<file path="config.mk">
export PLATFORM = sky130hd
export DESIGN_NAME = tmr_cfg_top
export DESIGN_NICKNAME = d
export VERILOG_FILES = /design/src/source/tmr_cfg_pkg.sv /design/src/source/tmr_fault_pkg.sv /design/src/source/reg_bus_if.sv /design/src/source/tmr_cfg_top.sv /design/src/source/tmr_err_monitor.sv /design/src/source/tmr_reg.sv /design/src/source/tmr_reg_bank.sv
export SDC_FILE = /design/constraint.sdc
export NUM_CORES = 1
export LEC_CHECK = 0
export ABC_AREA = 1
export BUFFER_PORTS_ARGS = -buffer_cell sky130_fd_sc_hd__buf_4
export CAP_MARGIN = 20
export CORE_ASPECT_RATIO = 1.4
export CORE_UTILIZATION = 40
export CTS_CLUSTER_DIAMETER = 30
export DETAILED_ROUTE_END_ITERATION = 6
export PLACE_DENSITY_LB_ADDON = 0.2
export SYNTH_ARGS = -nofsm -noshare
export SYNTH_HDL_FRONTEND = slang
export SYNTH_SLANG_ARGS = --single-unit
</file>
<file path="constraint.sdc">
create_clock -name clk_i -period 4.5 [get_ports clk_i]
set_clock_uncertainty 0.1 [all_clocks]
set_input_delay 0.675 -clock clk_i [delete_from_list [all_inputs] [get_ports clk_i]]
set_output_delay 0.675 -clock clk_i [all_outputs]
set_load 0.01 [all_outputs]
</file>
<file path="src/source/tmr_cfg_pkg.sv">
//==========================================================================
// Register map, payload types and reset values of the TMR configuration bank
// Imported by the interface, the register bank and the top level
//==========================================================================

`default_nettype none

package tmr_cfg_pkg;

  // Host data bus and register address widths
  localparam int unsigned BusWidth  = 32;
  localparam int unsigned AddrWidth = 2;

  // One protected register per address
  localparam int unsigned NumRegs = 4;

  // Register map
  localparam logic [AddrWidth-1:0] AddrCtrl    = 2'd0;
  localparam logic [AddrWidth-1:0] AddrThresh  = 2'd1;
  localparam logic [AddrWidth-1:0] AddrLimit   = 2'd2;
  localparam logic [AddrWidth-1:0] AddrScratch = 2'd3;

  // The enable bit sits in the MSB of the control word and prescale in the low nibble
  typedef struct packed {
    logic       enable;
    logic [2:0] mode;
    logic [3:0] prescale;
  } ctrl_t;

  // Plain vector payloads of the remaining registers
  typedef logic [15:0] thresh_t;
  typedef logic [15:0] limit_t;
  typedef logic [31:0] scratch_t;

  // Reset values are nonzero so a missed reset shows up on readback
  localparam ctrl_t    CtrlRst    = 8'h15;
  localparam thresh_t  ThreshRst  = 16'h0100;
  localparam limit_t   LimitRst   = 16'hFF00;
  localparam scratch_t ScratchRst = 32'hC0FFEE00;

endpackage

`default_nettype wire

</file>
<file path="src/source/tmr_fault_pkg.sv">
//==========================================================================
// Types and constants of fault injection and error counting
//==========================================================================

`default_nettype none

package tmr_fault_pkg;

  // Index of the copy to upset
  // Values 0 to 2 pick one of the three copies, 3 picks none
  typedef logic [1:0] copy_sel_t;

  // Width of the saturating error-cycle counter
  localparam int unsigned ErrCntWidth = 8;

  // The counter holds at all ones once it is full
  typedef logic [ErrCntWidth-1:0] err_cnt_t;

endpackage

`default_nettype wire

</file>
<file path="src/source/reg_bus_if.sv">
//==========================================================================
// Write, read and fault-injection bus between the top level and the bank
//==========================================================================

`default_nettype none

interface reg_bus_if;
  import tmr_cfg_pkg::*;
  import tmr_fault_pkg::*;

  // One-cycle write strobe with its address and data
  logic                 wr_en;
  logic [AddrWidth-1:0] addr;
  logic [BusWidth-1:0]  wdata;

  // Combinational read data for the current address
  logic [BusWidth-1:0]  rdata;

  // One-cycle injection strobe, copy select and bit mask
  // The injection targets the register at addr as well
  logic                 inj_en;
  copy_sel_t            inj_copy;
  logic [BusWidth-1:0]  inj_mask;

  // The bank consumes every request and returns read data
  modport bank (
    input  wr_en, addr, wdata, inj_en, inj_copy, inj_mask,
    output rdata
  );

  // The host drives every request and samples read data
  modport host (
    output wr_en, addr, wdata, inj_en, inj_copy, inj_mask,
    input  rdata
  );

endinterface

`default_nettype wire

</file>
<file path="src/source/tmr_cfg_top.sv">
//==========================================================================
// Top level of the TMR configuration bank
// Maps the plain host ports onto the bus and joins the bank to the monitor
//==========================================================================

`default_nettype none

module tmr_cfg_top (
  input  logic                                clk_i,
  input  logic                                rst_n_i,
  input  logic                                wr_en_i,
  input  logic [tmr_cfg_pkg::AddrWidth-1:0]   addr_i,
  input  logic [tmr_cfg_pkg::BusWidth-1:0]    wdata_i,
  output logic [tmr_cfg_pkg::BusWidth-1:0]    rd_data_o,
  input  logic                                inj_en_i,
  input  tmr_fault_pkg::copy_sel_t            inj_copy_i,
  input  logic [tmr_cfg_pkg::BusWidth-1:0]    inj_mask_i,
  output logic                                err_o,
  output logic                                err_sticky_o,
  output tmr_fault_pkg::err_cnt_t             err_count_o
);
  import tmr_cfg_pkg::*;

  // Per-register disagreement flags from the bank
  logic [NumRegs-1:0] err_vec;

  // Host side of the bus is fed straight from the ports
  reg_bus_if bus ();

  assign bus.wr_en    = wr_en_i;
  assign bus.addr     = addr_i;
  assign bus.wdata    = wdata_i;
  assign bus.inj_en   = inj_en_i;
  assign bus.inj_copy = inj_copy_i;
  assign bus.inj_mask = inj_mask_i;

  // Read data is combinational from addr_i through the bank
  assign rd_data_o = bus.rdata;

  // Protected registers
  tmr_reg_bank u_bank (
    .clk_i     (clk_i),
    .rst_n_i   (rst_n_i),
    .bus       (bus),
    .err_vec_o (err_vec)
  );

  // Error level, sticky flag and count
  tmr_err_monitor u_monitor (
    .clk_i        (clk_i),
    .rst_n_i      (rst_n_i),
    .err_vec_i    (err_vec),
    .err_o        (err_o),
    .err_sticky_o (err_sticky_o),
    .err_count_o  (err_count_o)
  );

endmodule

`default_nettype wire

</file>
<file path="src/source/tmr_err_monitor.sv">
//==========================================================================
// Error monitor for the TMR bank
// Gives a live error level, a sticky flag and a saturating error-cycle count
//==========================================================================

`default_nettype none

module tmr_err_monitor (
  input  logic                            clk_i,
  input  logic                            rst_n_i,
  input  logic [tmr_cfg_pkg::NumRegs-1:0] err_vec_i,
  output logic                            err_o,
  output logic                            err_sticky_o,
  output tmr_fault_pkg::err_cnt_t         err_count_o
);
  import tmr_fault_pkg::*;

  // Sticky flag and error-cycle counter
  logic     sticky_q;
  err_cnt_t count_q;

  // The live error level is high while any register has a disagreement
  assign err_o = |err_vec_i;

  // Set on the first error and held until the next reset
  always_ff @(posedge clk_i) begin
    if (!rst_n_i) begin
      sticky_q <= 1'b0;
    end else if (err_o) begin
      sticky_q <= 1'b1;
    end
  end

  // Counts cycles with an error rather than erroneous registers
  // Two registers upset in one cycle add only one
  always_ff @(posedge clk_i) begin
    if (!rst_n_i) begin
      count_q <= '0;
    end else if (err_o && (count_q != '1)) begin
      count_q <= count_q + err_cnt_t'(1);
    end
  end

  assign err_sticky_o = sticky_q;
  assign err_count_o  = count_q;

endmodule

`default_nettype wire

</file>
<file path="src/source/tmr_reg.sv">
//==========================================================================
// One triplicated register with load, fault injection, scrubbing and voter
// The payload type sets the width and each register gets its own instance
//==========================================================================

`default_nettype none

module tmr_reg #(
  parameter type payload_t = logic [7:0]
) (
  input  logic                     clk_i,
  input  logic                     rst_n_i,
  input  logic                     load_i,
  input  payload_t                 data_i,
  input  payload_t                 reset_value_i,
  input  logic                     inj_en_i,
  input  tmr_fault_pkg::copy_sel_t inj_copy_i,
  input  payload_t                 inj_mask_i,
  output payload_t                 data_o,
  output logic                     err_o
);
  import tmr_fault_pkg::*;

  // Three redundant copies of the payload
  payload_t copy_q [3];

  // Pairwise differences used by the voter
  logic [$bits(payload_t)-1:0] diff_ab;
  logic [$bits(payload_t)-1:0] diff_bc;

  // Set where copy C must be taken instead of copy A
  logic [$bits(payload_t)-1:0] sel;

  // A bit that differs only between A and B has a faulty A or B
  // If B and C agree there, A is the odd one out and C is taken
  // If B also differs from C, B is the odd one and A is taken
  // Where A and B agree, A already holds the majority
  assign diff_ab = copy_q[0] ^ copy_q[1];
  assign diff_bc = copy_q[1] ^ copy_q[2];
  assign sel     = diff_ab & ~diff_bc;

  assign data_o = payload_t'((copy_q[0] & ~sel) | (copy_q[2] & sel));

  // Any difference at all means one copy has been upset
  assign err_o = |(diff_ab | diff_bc);

  // Priority is reset, then load, then scrub, then injection
  always_ff @(posedge clk_i) begin
    if (!rst_n_i) begin
      for (int unsigned i = 0; i < 3; i++) begin
        copy_q[i] <= reset_value_i;
      end
    end else if (load_i) begin
      // A write replaces all three copies and wins over any pending upset
      for (int unsigned i = 0; i < 3; i++) begin
        copy_q[i] <= data_i;
      end
    end else if (err_o) begin
      // Scrub by writing the voted value back into every copy
      for (int unsigned i = 0; i < 3; i++) begin
        copy_q[i] <= data_o;
      end
    end else if (inj_en_i) begin
      // Only the selected copy is flipped and select value 3 matches none
      for (int unsigned i = 0; i < 3; i++) begin
        if (inj_copy_i == copy_sel_t'(i)) begin
          copy_q[i] <= payload_t'(copy_q[i] ^ inj_mask_i);
        end
      end
    end
  end

endmodule

`default_nettype wire

</file>
<file path="src/source/tmr_reg_bank.sv">
//==========================================================================
// Bank of four TMR registers with address decode and read multiplexing
// Returns one disagreement flag per register for the error monitor
//==========================================================================

`default_nettype none

module tmr_reg_bank (
  input  logic                             clk_i,
  input  logic                             rst_n_i,
  reg_bus_if.bank                          bus,
  output logic [tmr_cfg_pkg::NumRegs-1:0]  err_vec_o
);
  import tmr_cfg_pkg::*;

  // One-hot load and injection strobes indexed by register address
  logic [NumRegs-1:0] load;
  logic [NumRegs-1:0] inj;

  // Voted value of each register
  ctrl_t    ctrl_val;
  thresh_t  thresh_val;
  limit_t   limit_val;
  scratch_t scratch_val;

  // Both strobes act on the register selected by addr
  assign load = bus.wr_en  ? (NumRegs'(1) << bus.addr) : '0;
  assign inj  = bus.inj_en ? (NumRegs'(1) << bus.addr) : '0;

  // Control register
  tmr_reg #(
    .payload_t (ctrl_t)
  ) u_ctrl (
    .clk_i         (clk_i),
    .rst_n_i       (rst_n_i),
    .load_i        (load[AddrCtrl]),
    .data_i        (ctrl_t'(bus.wdata[$bits(ctrl_t)-1:0])),
    .reset_value_i (CtrlRst),
    .inj_en_i      (inj[AddrCtrl]),
    .inj_copy_i    (bus.inj_copy),
    .inj_mask_i    (ctrl_t'(bus.inj_mask[$bits(ctrl_t)-1:0])),
    .data_o        (ctrl_val),
    .err_o         (err_vec_o[AddrCtrl])
  );

  // Threshold register
  tmr_reg #(
    .payload_t (thresh_t)
  ) u_thresh (
    .clk_i         (clk_i),
    .rst_n_i       (rst_n_i),
    .load_i        (load[AddrThresh]),
    .data_i        (bus.wdata[$bits(thresh_t)-1:0]),
    .reset_value_i (ThreshRst),
    .inj_en_i      (inj[AddrThresh]),
    .inj_copy_i    (bus.inj_copy),
    .inj_mask_i    (bus.inj_mask[$bits(thresh_t)-1:0]),
    .data_o        (thresh_val),
    .err_o         (err_vec_o[AddrThresh])
  );

  // Limit register
  tmr_reg #(
    .payload_t (limit_t)
  ) u_limit (
    .clk_i         (clk_i),
    .rst_n_i       (rst_n_i),
    .load_i        (load[AddrLimit]),
    .data_i        (bus.wdata[$bits(limit_t)-1:0]),
    .reset_value_i (LimitRst),
    .inj_en_i      (inj[AddrLimit]),
    .inj_copy_i    (bus.inj_copy),
    .inj_mask_i    (bus.inj_mask[$bits(limit_t)-1:0]),
    .data_o        (limit_val),
    .err_o         (err_vec_o[AddrLimit])
  );

  // Scratch register spans the full bus width
  tmr_reg #(
    .payload_t (scratch_t)
  ) u_scratch (
    .clk_i         (clk_i),
    .rst_n_i       (rst_n_i),
    .load_i        (load[AddrScratch]),
    .data_i        (bus.wdata),
    .reset_value_i (ScratchRst),
    .inj_en_i      (inj[AddrScratch]),
    .inj_copy_i    (bus.inj_copy),
    .inj_mask_i    (bus.inj_mask),
    .data_o        (scratch_val),
    .err_o         (err_vec_o[AddrScratch])
  );

  // Reads return the voted value, zero-extended to the bus width
  always_comb begin
    bus.rdata = '0;
    case (bus.addr)
      AddrCtrl:    bus.rdata[$bits(ctrl_t)-1:0]   = ctrl_val;
      AddrThresh:  bus.rdata[$bits(thresh_t)-1:0] = thresh_val;
      AddrLimit:   bus.rdata[$bits(limit_t)-1:0]  = limit_val;
      default:     bus.rdata                      = scratch_val;
    endcase
  end

endmodule

`default_nettype wire
</file>
Word level (Yosys, flattened, before mapping)
Memories as Yosys holds them, arrays and structs flattened.
Index checks and enable logic that the tools add are counted.

cells by class
  order comparisons = 0
  eq/ne operators = 5
  reductions and logical operators = 9
  bitwise operators = 84
  shift operators = 1
  add/subtract/negate cells = 1
  $mul = 0
  div/mod/pow operators = 0
  multiplexer cells = 133

operators with widths
  operator               number
  $mux W16               19
  $mux W32               9
  $xor A16 B16 Y16       10
  $xor A32 B32 Y32       5
  $and A16 B16 Y16       6
  $and A32 B32 Y32       3
  $mux W1                92
  $mux W8                9
  $reduce_or A72 Y1      1
  $not A16 Y16           4
  $not A32 Y32           2
  $or A16 B16 Y16        4
  $or A32 B32 Y32        2
  $pmux W8 S3            2
  $xor A8 B8 Y8          5
  $or A1 B1 Y1           36
  $reduce_or A16 Y1      2
  $reduce_or A32 Y1      1
  $and A8 B8 Y8          3
  $not A8 Y8             2
  $or A8 B8 Y8           2
  $add A8 B1 Y8 const B  1
  $mux W4                2
  $ne A8 B8 Y1 const B   1
  other kinds (7)        10

word-level totals
  memories = 4
  register bits after elaboration = 9
  word-level logic and storage cells = 239
  output and inout bits = 42
  latch bits = 0
  input port bits = 72
  memory bits (writable) = 216
  ROM bits = 0

memory list
  memory                   depth  bits a word  read ports  clocked after Yosys merged registers in  wr ports  line           RTL
  u_bank.u_scratch.copy_q  3      32           3           0                                        3         tmr_reg.sv:25  payload_t copy_q [3];
  u_bank.u_limit.copy_q    3      16           3           0                                        3         tmr_reg.sv:25
  u_bank.u_thresh.copy_q   3      16           3           0                                        3         tmr_reg.sv:25
  u_bank.u_ctrl.copy_q     3      8            3           0                                        3         tmr_reg.sv:25

Logic depth before layout (Yosys ltp)
Gate-level depths: netlist of run 1.
An unclocked memory read counts as a cell.

  depth after elaboration = 10
  gate-level depth with buffers = 14
  mapped depth without buffers = 13

By module
A second synthesis of run 1 with hierarchy kept.

second synthesis, totals
  cell total of the unflattened synthesis = 1849
  area, all modules = 14725.4 µm²

modules (own cells, without submodules)
  module                        times used  cells an instance  seq. area each (µm²)  area each (µm²)
  tmr_reg (u_bank.u_limit ...)  2           372                1441.4                3039.2
  tmr_reg (u_bank.u_scratch)    1           708                2882.8                5967.0
  tmr_reg (u_bank.u_ctrl)       1           192                720.7                 1557.7
  tmr_reg_bank                  1           131                0.0                   611.8
  tmr_err_monitor               1           74                 180.2                 510.5

Least setup slack after synthesis of run 1
OpenSTA, ideal clock, no wires.

  path kind = input to register
  from = in addr_i[1] (netlist bit)
  to = mem u_bank.u_scratch.copy_q[0][0] (netlist bit), enable pin
  path slack = 0.707 ns
  buffers on the path = 0
  data required time = 3.934 ns
  library setup time = 0.466 ns
  data arrival time = 3.228 ns
  stages on the path = 4
  cell sequence = nand2_1 > inv_1 > nand2_1 > o21ai_0

RTL lines
  item                line               RTL
  start: declaration  tmr_cfg_top.sv:12  input logic [tmr_cfg_pkg::AddrWidth-1:0] addr_i,
  end: declaration    tmr_reg.sv:25

==> flow_metrics.tcl, run 1 <==
set metrics [dict create \
    status "finished clean" \
    crit_path_frequent_cell "nor2_1" \
    io_pins 114 \
    crit_chain "nor2_1 > nor2_1 > a21oi_1 > nand3_1 > nor2_1 > nand2_1 > nor2_2 > nand2_1 > buf_4" \
    crit_fanout 13 \
    avgSynthCellArea_sq_um 8.72 \
    synth_nets 1568 \
    finalCritPeriodShare 0.780 \
    final_common_cell "nand2_1" \
    setup_viol 0 \
    core_area_sq_um 31800 \
    synth_warnings 0 \
    cts_buffer_depth 3 \
    placementRows 77 \
    synth.distinct_cells 34 \
    area_delta_synth_final_pct 21.7 \
    routedWlPerCell_um 18.6 \
    synthTopCellsByArea "edfxtp_1, nand2_1, o21ai_0" \
    p_per_area_nw_per_um2 461 \
    hp-start "rst_n_i" \
    ys_seq_elements 225 \
    numCtsBuffers 45 \
    hold_end "u_monitor.err_count_o[0]" \
    via_per_inst 5.33 \
    portBuffers 113 \
    postPlaceCellArea_sq_um 14300 \
    wl_met1_mm 15.4 \
    die_y_um 216 \
    cp.required_ns 3.72 \
    p_leak_uw 0.00641 \
    grt_max_degree 48 \
    cts.repair.resized 0 \
    met3WireLength_mm 2.08 \
    ctsHtreeMaxLevel 2 \
    topRoutingLayerUsed "met4" \
    fin_tns_setup_ns 0 \
    critPathSlowestCell "edfxtp_1" \
    die_w_um 155 \
    insertion_delay_ns 0.54 \
    seq_area_frac_synth 0.512 \
    synth_top_cell_by_area "edfxtp_1" \
    synth_edf_count 216 \
    hold_path.class "in2reg" \
    final_cells 2056 \
    cts_hold_buffers 0 \
    final_cell_mix "nand2_1, edfxtp_1, inv_1, o21ai_0, nor2_1" \
    finalMaxSlewViolations 0 \
    fin_area_sq_um 15900 \
    antenna_cells 0 \
    start_util 0.410 \
    cp-start-kind "flip-flop" \
    reg2reg_from "u_bank.u_limit.copy_q[0][18]" \
    final_util 0.499 \
    grt_setup_unrepaired "false" \
    worstRegToRegCells 13 \
    wirelength_mm 38.2 \
    critPathKind "reg2out" \
    cp.buffers_inverters 1 \
    cts_setup_buffers 0 \
    vias 11000 \
    synthArstFlopShare 0 \
    grt_pass1_wl_mm 58.6 \
    layout.nets 1697 \
    clock.fmax_ghz 0.285 \
    gp_congestion 0.883 \
    ant_nets 0 \
    place.detailed.hpwl_mm 27.7 \
    drtIter0Drc 726 \
    root_buffer "clkbuf_16" \
    drt_pass1_iterations 5 \
    wl_met2_mm 19.3 \
    post_route_cells_drive_above_1_share 0.135 \
    path_delay_family "simple AND/OR/NAND/NOR gates" \
    clk_pin_slew_worst_paths_ns 0.05 \
    whs_path_depth 3 \
    min_period_ns 3.51 \
    hold_viol 0 \
    crit_cells 9 \
    synth_area_sq_um 13000 \
    syn_inst 1495 \
    antenna_found_initial 0 \
    vdd_ir_drop_max_mv 0.241 \
    track_usage 0.233 \
    reg2reg_slack_ns 1.31 \
    grt_pass1_vias 10800 \
    grt_overflow 0 \
    worstMarginPinSlew_ns 0.861 \
    die_area_sq_um 33300 \
    yosys_most_used_dff "edfxtp_1" \
    cts_tree "built" \
    cp.arrival_ns 2.73 \
    relSlewSlack 0.419 \
    drc 0 \
    cap_violations 0 \
    r2r-end "u_bank.u_limit.copy_q[0][9]" \
    yosysTopAreaCellShare 0.498 \
    critPathMaxStageDelay_ns 0.39 \
    end_kind "output pin" \
    dpl.cell_count 1972 \
    cts.sinks 225 \
]
==> tightest hold or removal path, stage by stage <==
cell     delay (ns)
buf_4          0.17
nand2_1        0.08
nor2_1         0.03
==> synth_stat cells, drive strengths merged, types with 9 or more instances <==
library cell / number
a21oi: 65
buf: 31
clkbuf: 20
dfxtp: 9
edfxtp: 216
inv: 164
nand2: 345
nand3: 52
nor2: 142
o211ai: 56
o21ai: 187
o21bai: 70
o221ai: 22
o22ai: 15
xnor2: 72
xor2: 13
==> through the flow <==
| step | hold slack [ns] | worst slack, ns | total power (uW) |
|---|---|---|---|
| after floorplan | 0.414 | 0.707 | 3520 |
| after detailed placement | 0.371 | 1.31 | 3960 |
| final | 0.366 | 0.991 | 7320 |
| after global routing | 0.359 | 0.826 | 7620 |
| after global placement | 0.372 | 1.38 | 3940 |
| after CTS | 0.343 | 0.953 | 7360 |
==> layer usage <==
layer  global-route usage  vias to the layer above
met1                0.276                     5108
met4                0.101                        0
met5                    0                        -
li1                     -                     5437
met2                0.416                      333
met3               0.0333                       77
==> cell families after synthesis <==
logic type                 Yosys count  synth area share
buffers and inverters              217            0.0678
and+or+nand+nor                    544             0.166
AOI/OAI and AO/OA                  423             0.197
xor gates and xnor gates            85            0.0571
DFF                                225             0.512
adders and majority gates            1          0.000960
==> worst max path at each step <==
stage,from,to
finish,u_bank.u_scratch.copy_q[0][57],err_o
detailed placement,u_bank.u_limit.copy_q[0][18],u_bank.u_limit.copy_q[0][9]
CTS,u_bank.u_scratch.copy_q[0][57],err_o
floorplan,addr_i[1],u_bank.u_scratch.copy_q[0][0]
global route,u_bank.u_ctrl.copy_q[0][10],err_o
global placement,u_bank.u_limit.copy_q[0][18],u_bank.u_limit.copy_q[0][9]
==> layout make-up <==
type | instances | area, sq um
fill | 3028 | 15900
sequential | 225 | 6670
multi-input combinational | 1053 | 5530
clock buffer | 52 | 1190
timing repair buffer | 133 | 1010
inverter | 166 | 623
tap | 395 | 494
clock inverter | 32 | 348
==> where the power goes <==
group | switching [uW] | leakage [uW] | internal [uW]
Sequential | 155 | 0.00233 | 2600
Combinational | 773 | 0.00334 | 396
Clock | 1140 | 0.000747 | 2250
Total | 2070 | 0.00641 | 5250
==> state kept, by name, indices dropped and copies added, names as in the netlist <==
name and flops:
u_bank.u_ctrl.copy_q 24, u_monitor.err_sticky_o 1, u_bank.u_limit.copy_q 48, u_bank.u_thresh.copy_q 48, u_bank.u_scratch.copy_q 96, u_monitor.err_count_o 8
Power figures use the tool's default switching activity.
==> inputs of run 2 (changes only) <==
clock period = 3.12 ns   (was 4.5 ns; I/O delays follow)
==> run 2 against run 1 <==
Net effect: clock power grew 29%; cell count shrank 0.19%; power grew 37%; die area is the same; via count is essentially flat; sequential cell count is the same.
==> flow_metrics.tcl, run 2 (same netlist as run 1, synthesis figures left out) <==
set metrics [dict create \
    die_area_sq_um 33300 \
    antenna_cells 0 \
    place.detailed.hpwl_mm 27.6 \
    relSlewSlack 0.440 \
    ant_nets 0 \
    hold_viol 0 \
    via_per_inst 5.33 \
    end_kind "output pin" \
    drt_pass1_iterations 5 \
    drtIter0Drc 822 \
    cts_buffer_depth 3 \
    portBuffers 113 \
    clock.fmax_ghz 0.343 \
    p_per_area_nw_per_um2 637 \
    cp-startpoint "u_bank.u_scratch.copy_q[0][50]" \
    root_buffer "clkbuf_16" \
    final_common_cell "nand2_1" \
    drc 0 \
    setup_viol 0 \
    grt_overflow 0 \
    reg.largest.list "u_bank.u_scratch.copy_q: 96 flops, u_bank.u_limit.copy_q: 48 flops, u_bank.u_thresh.copy_q: 48 flops" \
    timing.hold.ws_ns 0.175 \
    clk_pin_slew_worst_paths_ns 0.05 \
    io_pins 114 \
    largest-register "u_bank.u_scratch.copy_q" \
    nFillCells 2935 \
    antenna_found_initial 0 \
    placementRows 77 \
    layout.nets 1700 \
    grt_max_degree 113 \
    status "finished clean" \
    insertion_delay_ns 0.53 \
    grt_pass1_vias 10700 \
    gp_congestion 0.879 \
    cts_setup_buffers 0 \
    multi_input_area_sq_um 5530 \
    die_w_um 155 \
    numCtsBuffers 39 \
    cts.repair.resized 0 \
    routedWlPerCell_um 18.1 \
    p_leak_uw 0.00637 \
    start_util 0.410 \
    hold_path.class "in2reg" \
    finalCritPeriodShare 0.933 \
    area_delta_synth_final_pct 21.0 \
    fin_tns_setup_ns 0 \
    critPathKind "reg2out" \
    final_cell_mix "nand2_1, edfxtp_1, inv_1, o21ai_0, buf_4" \
    worstMarginPinSlew_ns 0.834 \
    cp-start-kind "flip-flop" \
    post_route_cells_drive_above_1_share 0.138 \
    cp.required_ns 2.55 \
    hp-start "rst_n_i" \
    largest_reg_flops 96 \
    grt_pass1_wl_mm 57.8 \
    wirelength_mm 37.1 \
    cap_violations 0 \
    crit_fanout 7 \
    cts.sinks 225 \
    grt_setup_unrepaired "false" \
    reg2reg_from "u_bank.u_scratch.copy_q[0][50]" \
    ctsHtreeMaxLevel 2 \
    cts_tree "built" \
    min_period_ns 2.91 \
    vdd_ir_drop_max_mv 0.321 \
    core_area_sq_um 31800 \
    finalMaxSlewViolations 0 \
    die_y_um 216 \
    cts_hold_buffers 0 \
    track_usage 0.227 \
    vias 10900 \
    layout.area.seq_sq_um 6670 \
    cp.arrival_ns 2.34 \
]
-- run 2: cell types whose count changed in the layout (fill, tap and decap cells not counted), moves of 2 or more --
cell / before / now
clkbuf_16: 47 / 41
buf_12: 1 / 3
buf_4: 132 / 139
inv_6: 5 / 3
clkinv_1: 6 / 4
nand2_1: 344 / 342
clkinvlp_4: 5 / 7
clkinv_2: 9 / 6
clkbuf_1: 5 / 2
nand2_2: 1 / 3
-- run 2: worst paths after layout --
check / endpoint / slack [ns] / depth (start not counted)
worst max register to register: u_bank.u_scratch.copy_q[0][15] / 0.38 / 11
worst max-delay path: err_o / 0.21 / 9
worst min register to register: u_monitor.err_sticky_o / 0.38 / 2
worst min-delay path: u_monitor.err_count_o[0] / 0.17 / 3
-- run 2: worst max-delay path: stages, from the launching register on --
cell,delay (ns)
edfxtp_1,0.40
o21ai_0,0.24
o21ai_0,0.12
nor2_1,0.12
nand2_1,0.06
nor2_1,0.11
nand2_1,0.11
nor2_2,0.28
nand2_2,0.19
buf_4,0.19
-- run 2: layout make-up --
| cell class | instances | area share |
|---|---|---|
| Sequential cell | 225 | 0.423 |
| Multi-Input combinational cell | 1053 | 0.351 |
| Clock inverter | 27 | 0.0191 |
| Clock buffer | 44 | 0.0664 |
| Inverter | 166 | 0.0395 |
| Timing Repair Buffer | 142 | 0.0700 |
| Tap cell | 395 | 0.0313 |
-- run 2: through the flow --
stage / cell area (sq um) / util / power, uW / setup WS [ns] / std cells
2_1_floorplan: 13000 / - / 5070 / -0.466 / 1495
3_3_place_gp: 14400 / 0.453 / 5710 / 0.421 / 1981
3_5_place_dp: 14400 / 0.453 / 5740 / 0.378 / 1981
4_1_cts: 15800 / 0.496 / 10100 / 0.0698 / 2052
5_1_grt: 15800 / 0.496 / 10500 / 0.0216 / 2052
6_report: 15800 / 0.496 / 10100 / 0.208 / 2052
-- run 2: power by group --
part | total [uW] | internal (uW) | switching, uW | leakage (uW)
Combinational | 1720 | 607 | 1120 | 0.00339
Sequential | 3970 | 3740 | 225 | 0.00233
Clock | 4360 | 2840 | 1510 | 0.000643
-- run 2: routing by layer --
| metal | part of all wire | up-vias | global-route usage |
|---|---|---|---|
| li1 | - | 5434 | - |
| met1 | 0.40 | 5140 | 0.269 |
| met2 | 0.51 | 294 | 0.410 |
| met3 | 0.044 | 77 | 0.0279 |
| met4 | 0.039 | 0 | 0.102 |
| met5 | 0 | - | 0 |
==> inputs of run 3 (changes only) <==
PLACE_DENSITY_LB_ADDON = unset   (was 0.2)
==> run 3 against run 2 <==
Net effect: sequential share of layout area shrank 0.60 points; largest cell class unchanged; sequential power is essentially flat; final area grew 1.4%; core utilization grew 0.71 points.
==> flow_metrics.tcl, run 3 (same netlist as run 1, synthesis figures left out) <==
set metrics [dict create \
    status "finished clean" \
    portBuffers 113 \
    place_ws_ns 0.392 \
    grt_pass1_vias 10600 \
    die_y_um 216 \
    cp-startpoint "u_bank.u_scratch.copy_q[0][61]" \
    die_area_sq_um 33300 \
    cts.sinks 225 \
    clk_pin_slew_worst_paths_ns 0.05 \
    reg.largest.list "u_bank.u_scratch.copy_q: 96 flops, u_bank.u_limit.copy_q: 48 flops, u_bank.u_thresh.copy_q: 48 flops" \
    largest-register "u_bank.u_scratch.copy_q" \
    crit_fanout 6 \
    core_area_sq_um 31800 \
    grt_setup_unrepaired "false" \
    gp_congestion 0.885 \
    min_period_ns 2.92 \
    ctsHtreeMaxLevel 2 \
    nFillCells 2958 \
    crit_path_frequent_cell "nand2_1" \
    setup_ws_ns 0.198 \
    drtIter0Drc 715 \
    final_cells 2062 \
    timing.hold.ws_ns 0.167 \
    via_per_inst 5.39 \
    path_delay_family "simple AND/OR/NAND/NOR gates" \
    cp.arrival_ns 2.35 \
    cts_setup_buffers 0 \
    track_usage 0.228 \
    p_sw_uw 2880 \
    grt_max_degree 113 \
    internal_power_uw 7780 \
    grt_overflow 0 \
    wirelength_mm 37.9 \
    worstMarginPinSlew_ns 0.813 \
    power_frac_seq 0.373 \
    hold_viol 0 \
    relSlewSlack 0.456 \
    root_buffer "clkbuf_16" \
    placementRows 77 \
    area_delta_synth_final_pct 22.7 \
    critPathSlowestCell "edfxtp_1" \
    critPathKind "reg2out" \
    place.detailed.hpwl_mm 27.8 \
    layout.nets 1708 \
    clock.fmax_ghz 0.342 \
    drc 0 \
    routedWlPerCell_um 18.4 \
    numCtsBuffers 43 \
    reg2reg_from "u_bank.u_scratch.copy_q[0][61]" \
    final_cell_mix "nand2_1, edfxtp_1, inv_1, o21ai_0, buf_4" \
    end_kind "output pin" \
    largest_reg_flops 96 \
    vias 11100 \
    cp.buffers_inverters 2 \
    cp-start-kind "flip-flop" \
    crit_chain "inv_1 > nand2_1 > nand2_1 > o21ai_0 > nor2_1 > nand2_1 > nor2_1 > nand2_1 > nor2_4 > nand2_2 > buf_4" \
    cts_tree "built" \
    hold_path.class "in2reg" \
    dpl.cell_count 1985 \
    post_route_cells_drive_above_1_share 0.138 \
    p_clk_frac 0.466 \
    cp.required_ns 2.55 \
    drt_pass1_iterations 5 \
    ant_nets 0 \
    vdd_ir_drop_max_mv 0.360 \
    finalCritPeriodShare 0.937 \
    antenna_cells 0 \
    cts_buffer_depth 3 \
    hp-start "rst_n_i" \
    final_util 0.503 \
    p_per_area_nw_per_um2 666 \
    p_leak_uw 0.00648 \
    multi_input_area_sq_um 5540 \
    finalMaxSlewViolations 0 \
    start_util 0.410 \
    critPathMaxStageDelay_ns 0.43 \
    final_common_cell "nand2_1" \
    combPwrFrac 0.161 \
    cts_hold_buffers 0 \
    cap_violations 0 \
    setup_viol 0 \
    switching_share 0.270 \
    antenna_found_initial 0 \
    grt_pass1_wl_mm 57.5 \
    io_pins 114 \
    die_w_um 155 \
    layout.area.seq_sq_um 6670 \
    insertion_delay_ns 0.53 \
]
-- run 3: cell types whose count changed in the layout (fill, tap and decap cells not counted), sizes merged --
cell / previous run / this run
clkbuf: 44 / 54
clkinv: 14 / 10
clkinvlp: 7 / 4
bufinv: 5 / 10
buf: 142 / 146
inv: 167 / 165
-- run 3: stage by stage --
stage	cell area [sq um]	total power, uW	TNS [ns]
6_report	16000	10700	0
5_1_grt	16000	11100	0
3_5_place_dp	14400	5730	0
3_3_place_gp	14400	5690	0
4_1_cts	16000	10700	0
2_1_floorplan	13000	5070	-44.77
-- run 3: final timing paths --
check,endpoint,slack (ns),depth (start not counted)
worst min register to register,u_monitor.err_sticky_o,0.37,2
worst min-delay path,u_monitor.err_count_o[6],0.17,3
worst max register to register,u_bank.u_scratch.copy_q[0][38],0.47,14
worst max-delay path,err_o,0.20,11
-- run 3: layer usage --
metal,part of all wire,track usage
met5,0,0
met1,0.39,0.267
met2,0.51,0.401
met4,0.052,0.128
met3,0.052,0.0291
-- run 3: power groups by stage --
stage               registers [uW]  logic, uW  clock network (uW)
floorplan                     3990       1080                   0
global placement              4010       1690                   0
detailed placement            4020       1710                   0
CTS                           3970       1720                5020
global route                  4010       1900                5150
finish                        3970       1720                4970
-- run 3: what timing repair did --
item | CTS | global route
resized for setup | 1 | 2
setup endpoints to repair | 1 | 1
pin swaps | 0 | 0
-- run 3: area by class of cell --
| cell class | instances | area share |
|---|---|---|
| Multi-Input combinational cell | 1053 | 0.346 |
| Clock inverter | 23 | 0.0235 |
| Inverter | 166 | 0.0390 |
| Clock buffer | 54 | 0.0725 |
| Timing Repair Buffer | 146 | 0.0709 |
| Sequential cell | 225 | 0.417 |
| Tap cell | 395 | 0.0309 |
-- run 3: worst min-delay path, stage by stage --
cell     delay (ns)
buf_4          0.17
nand2_1        0.08
nor2_1         0.03
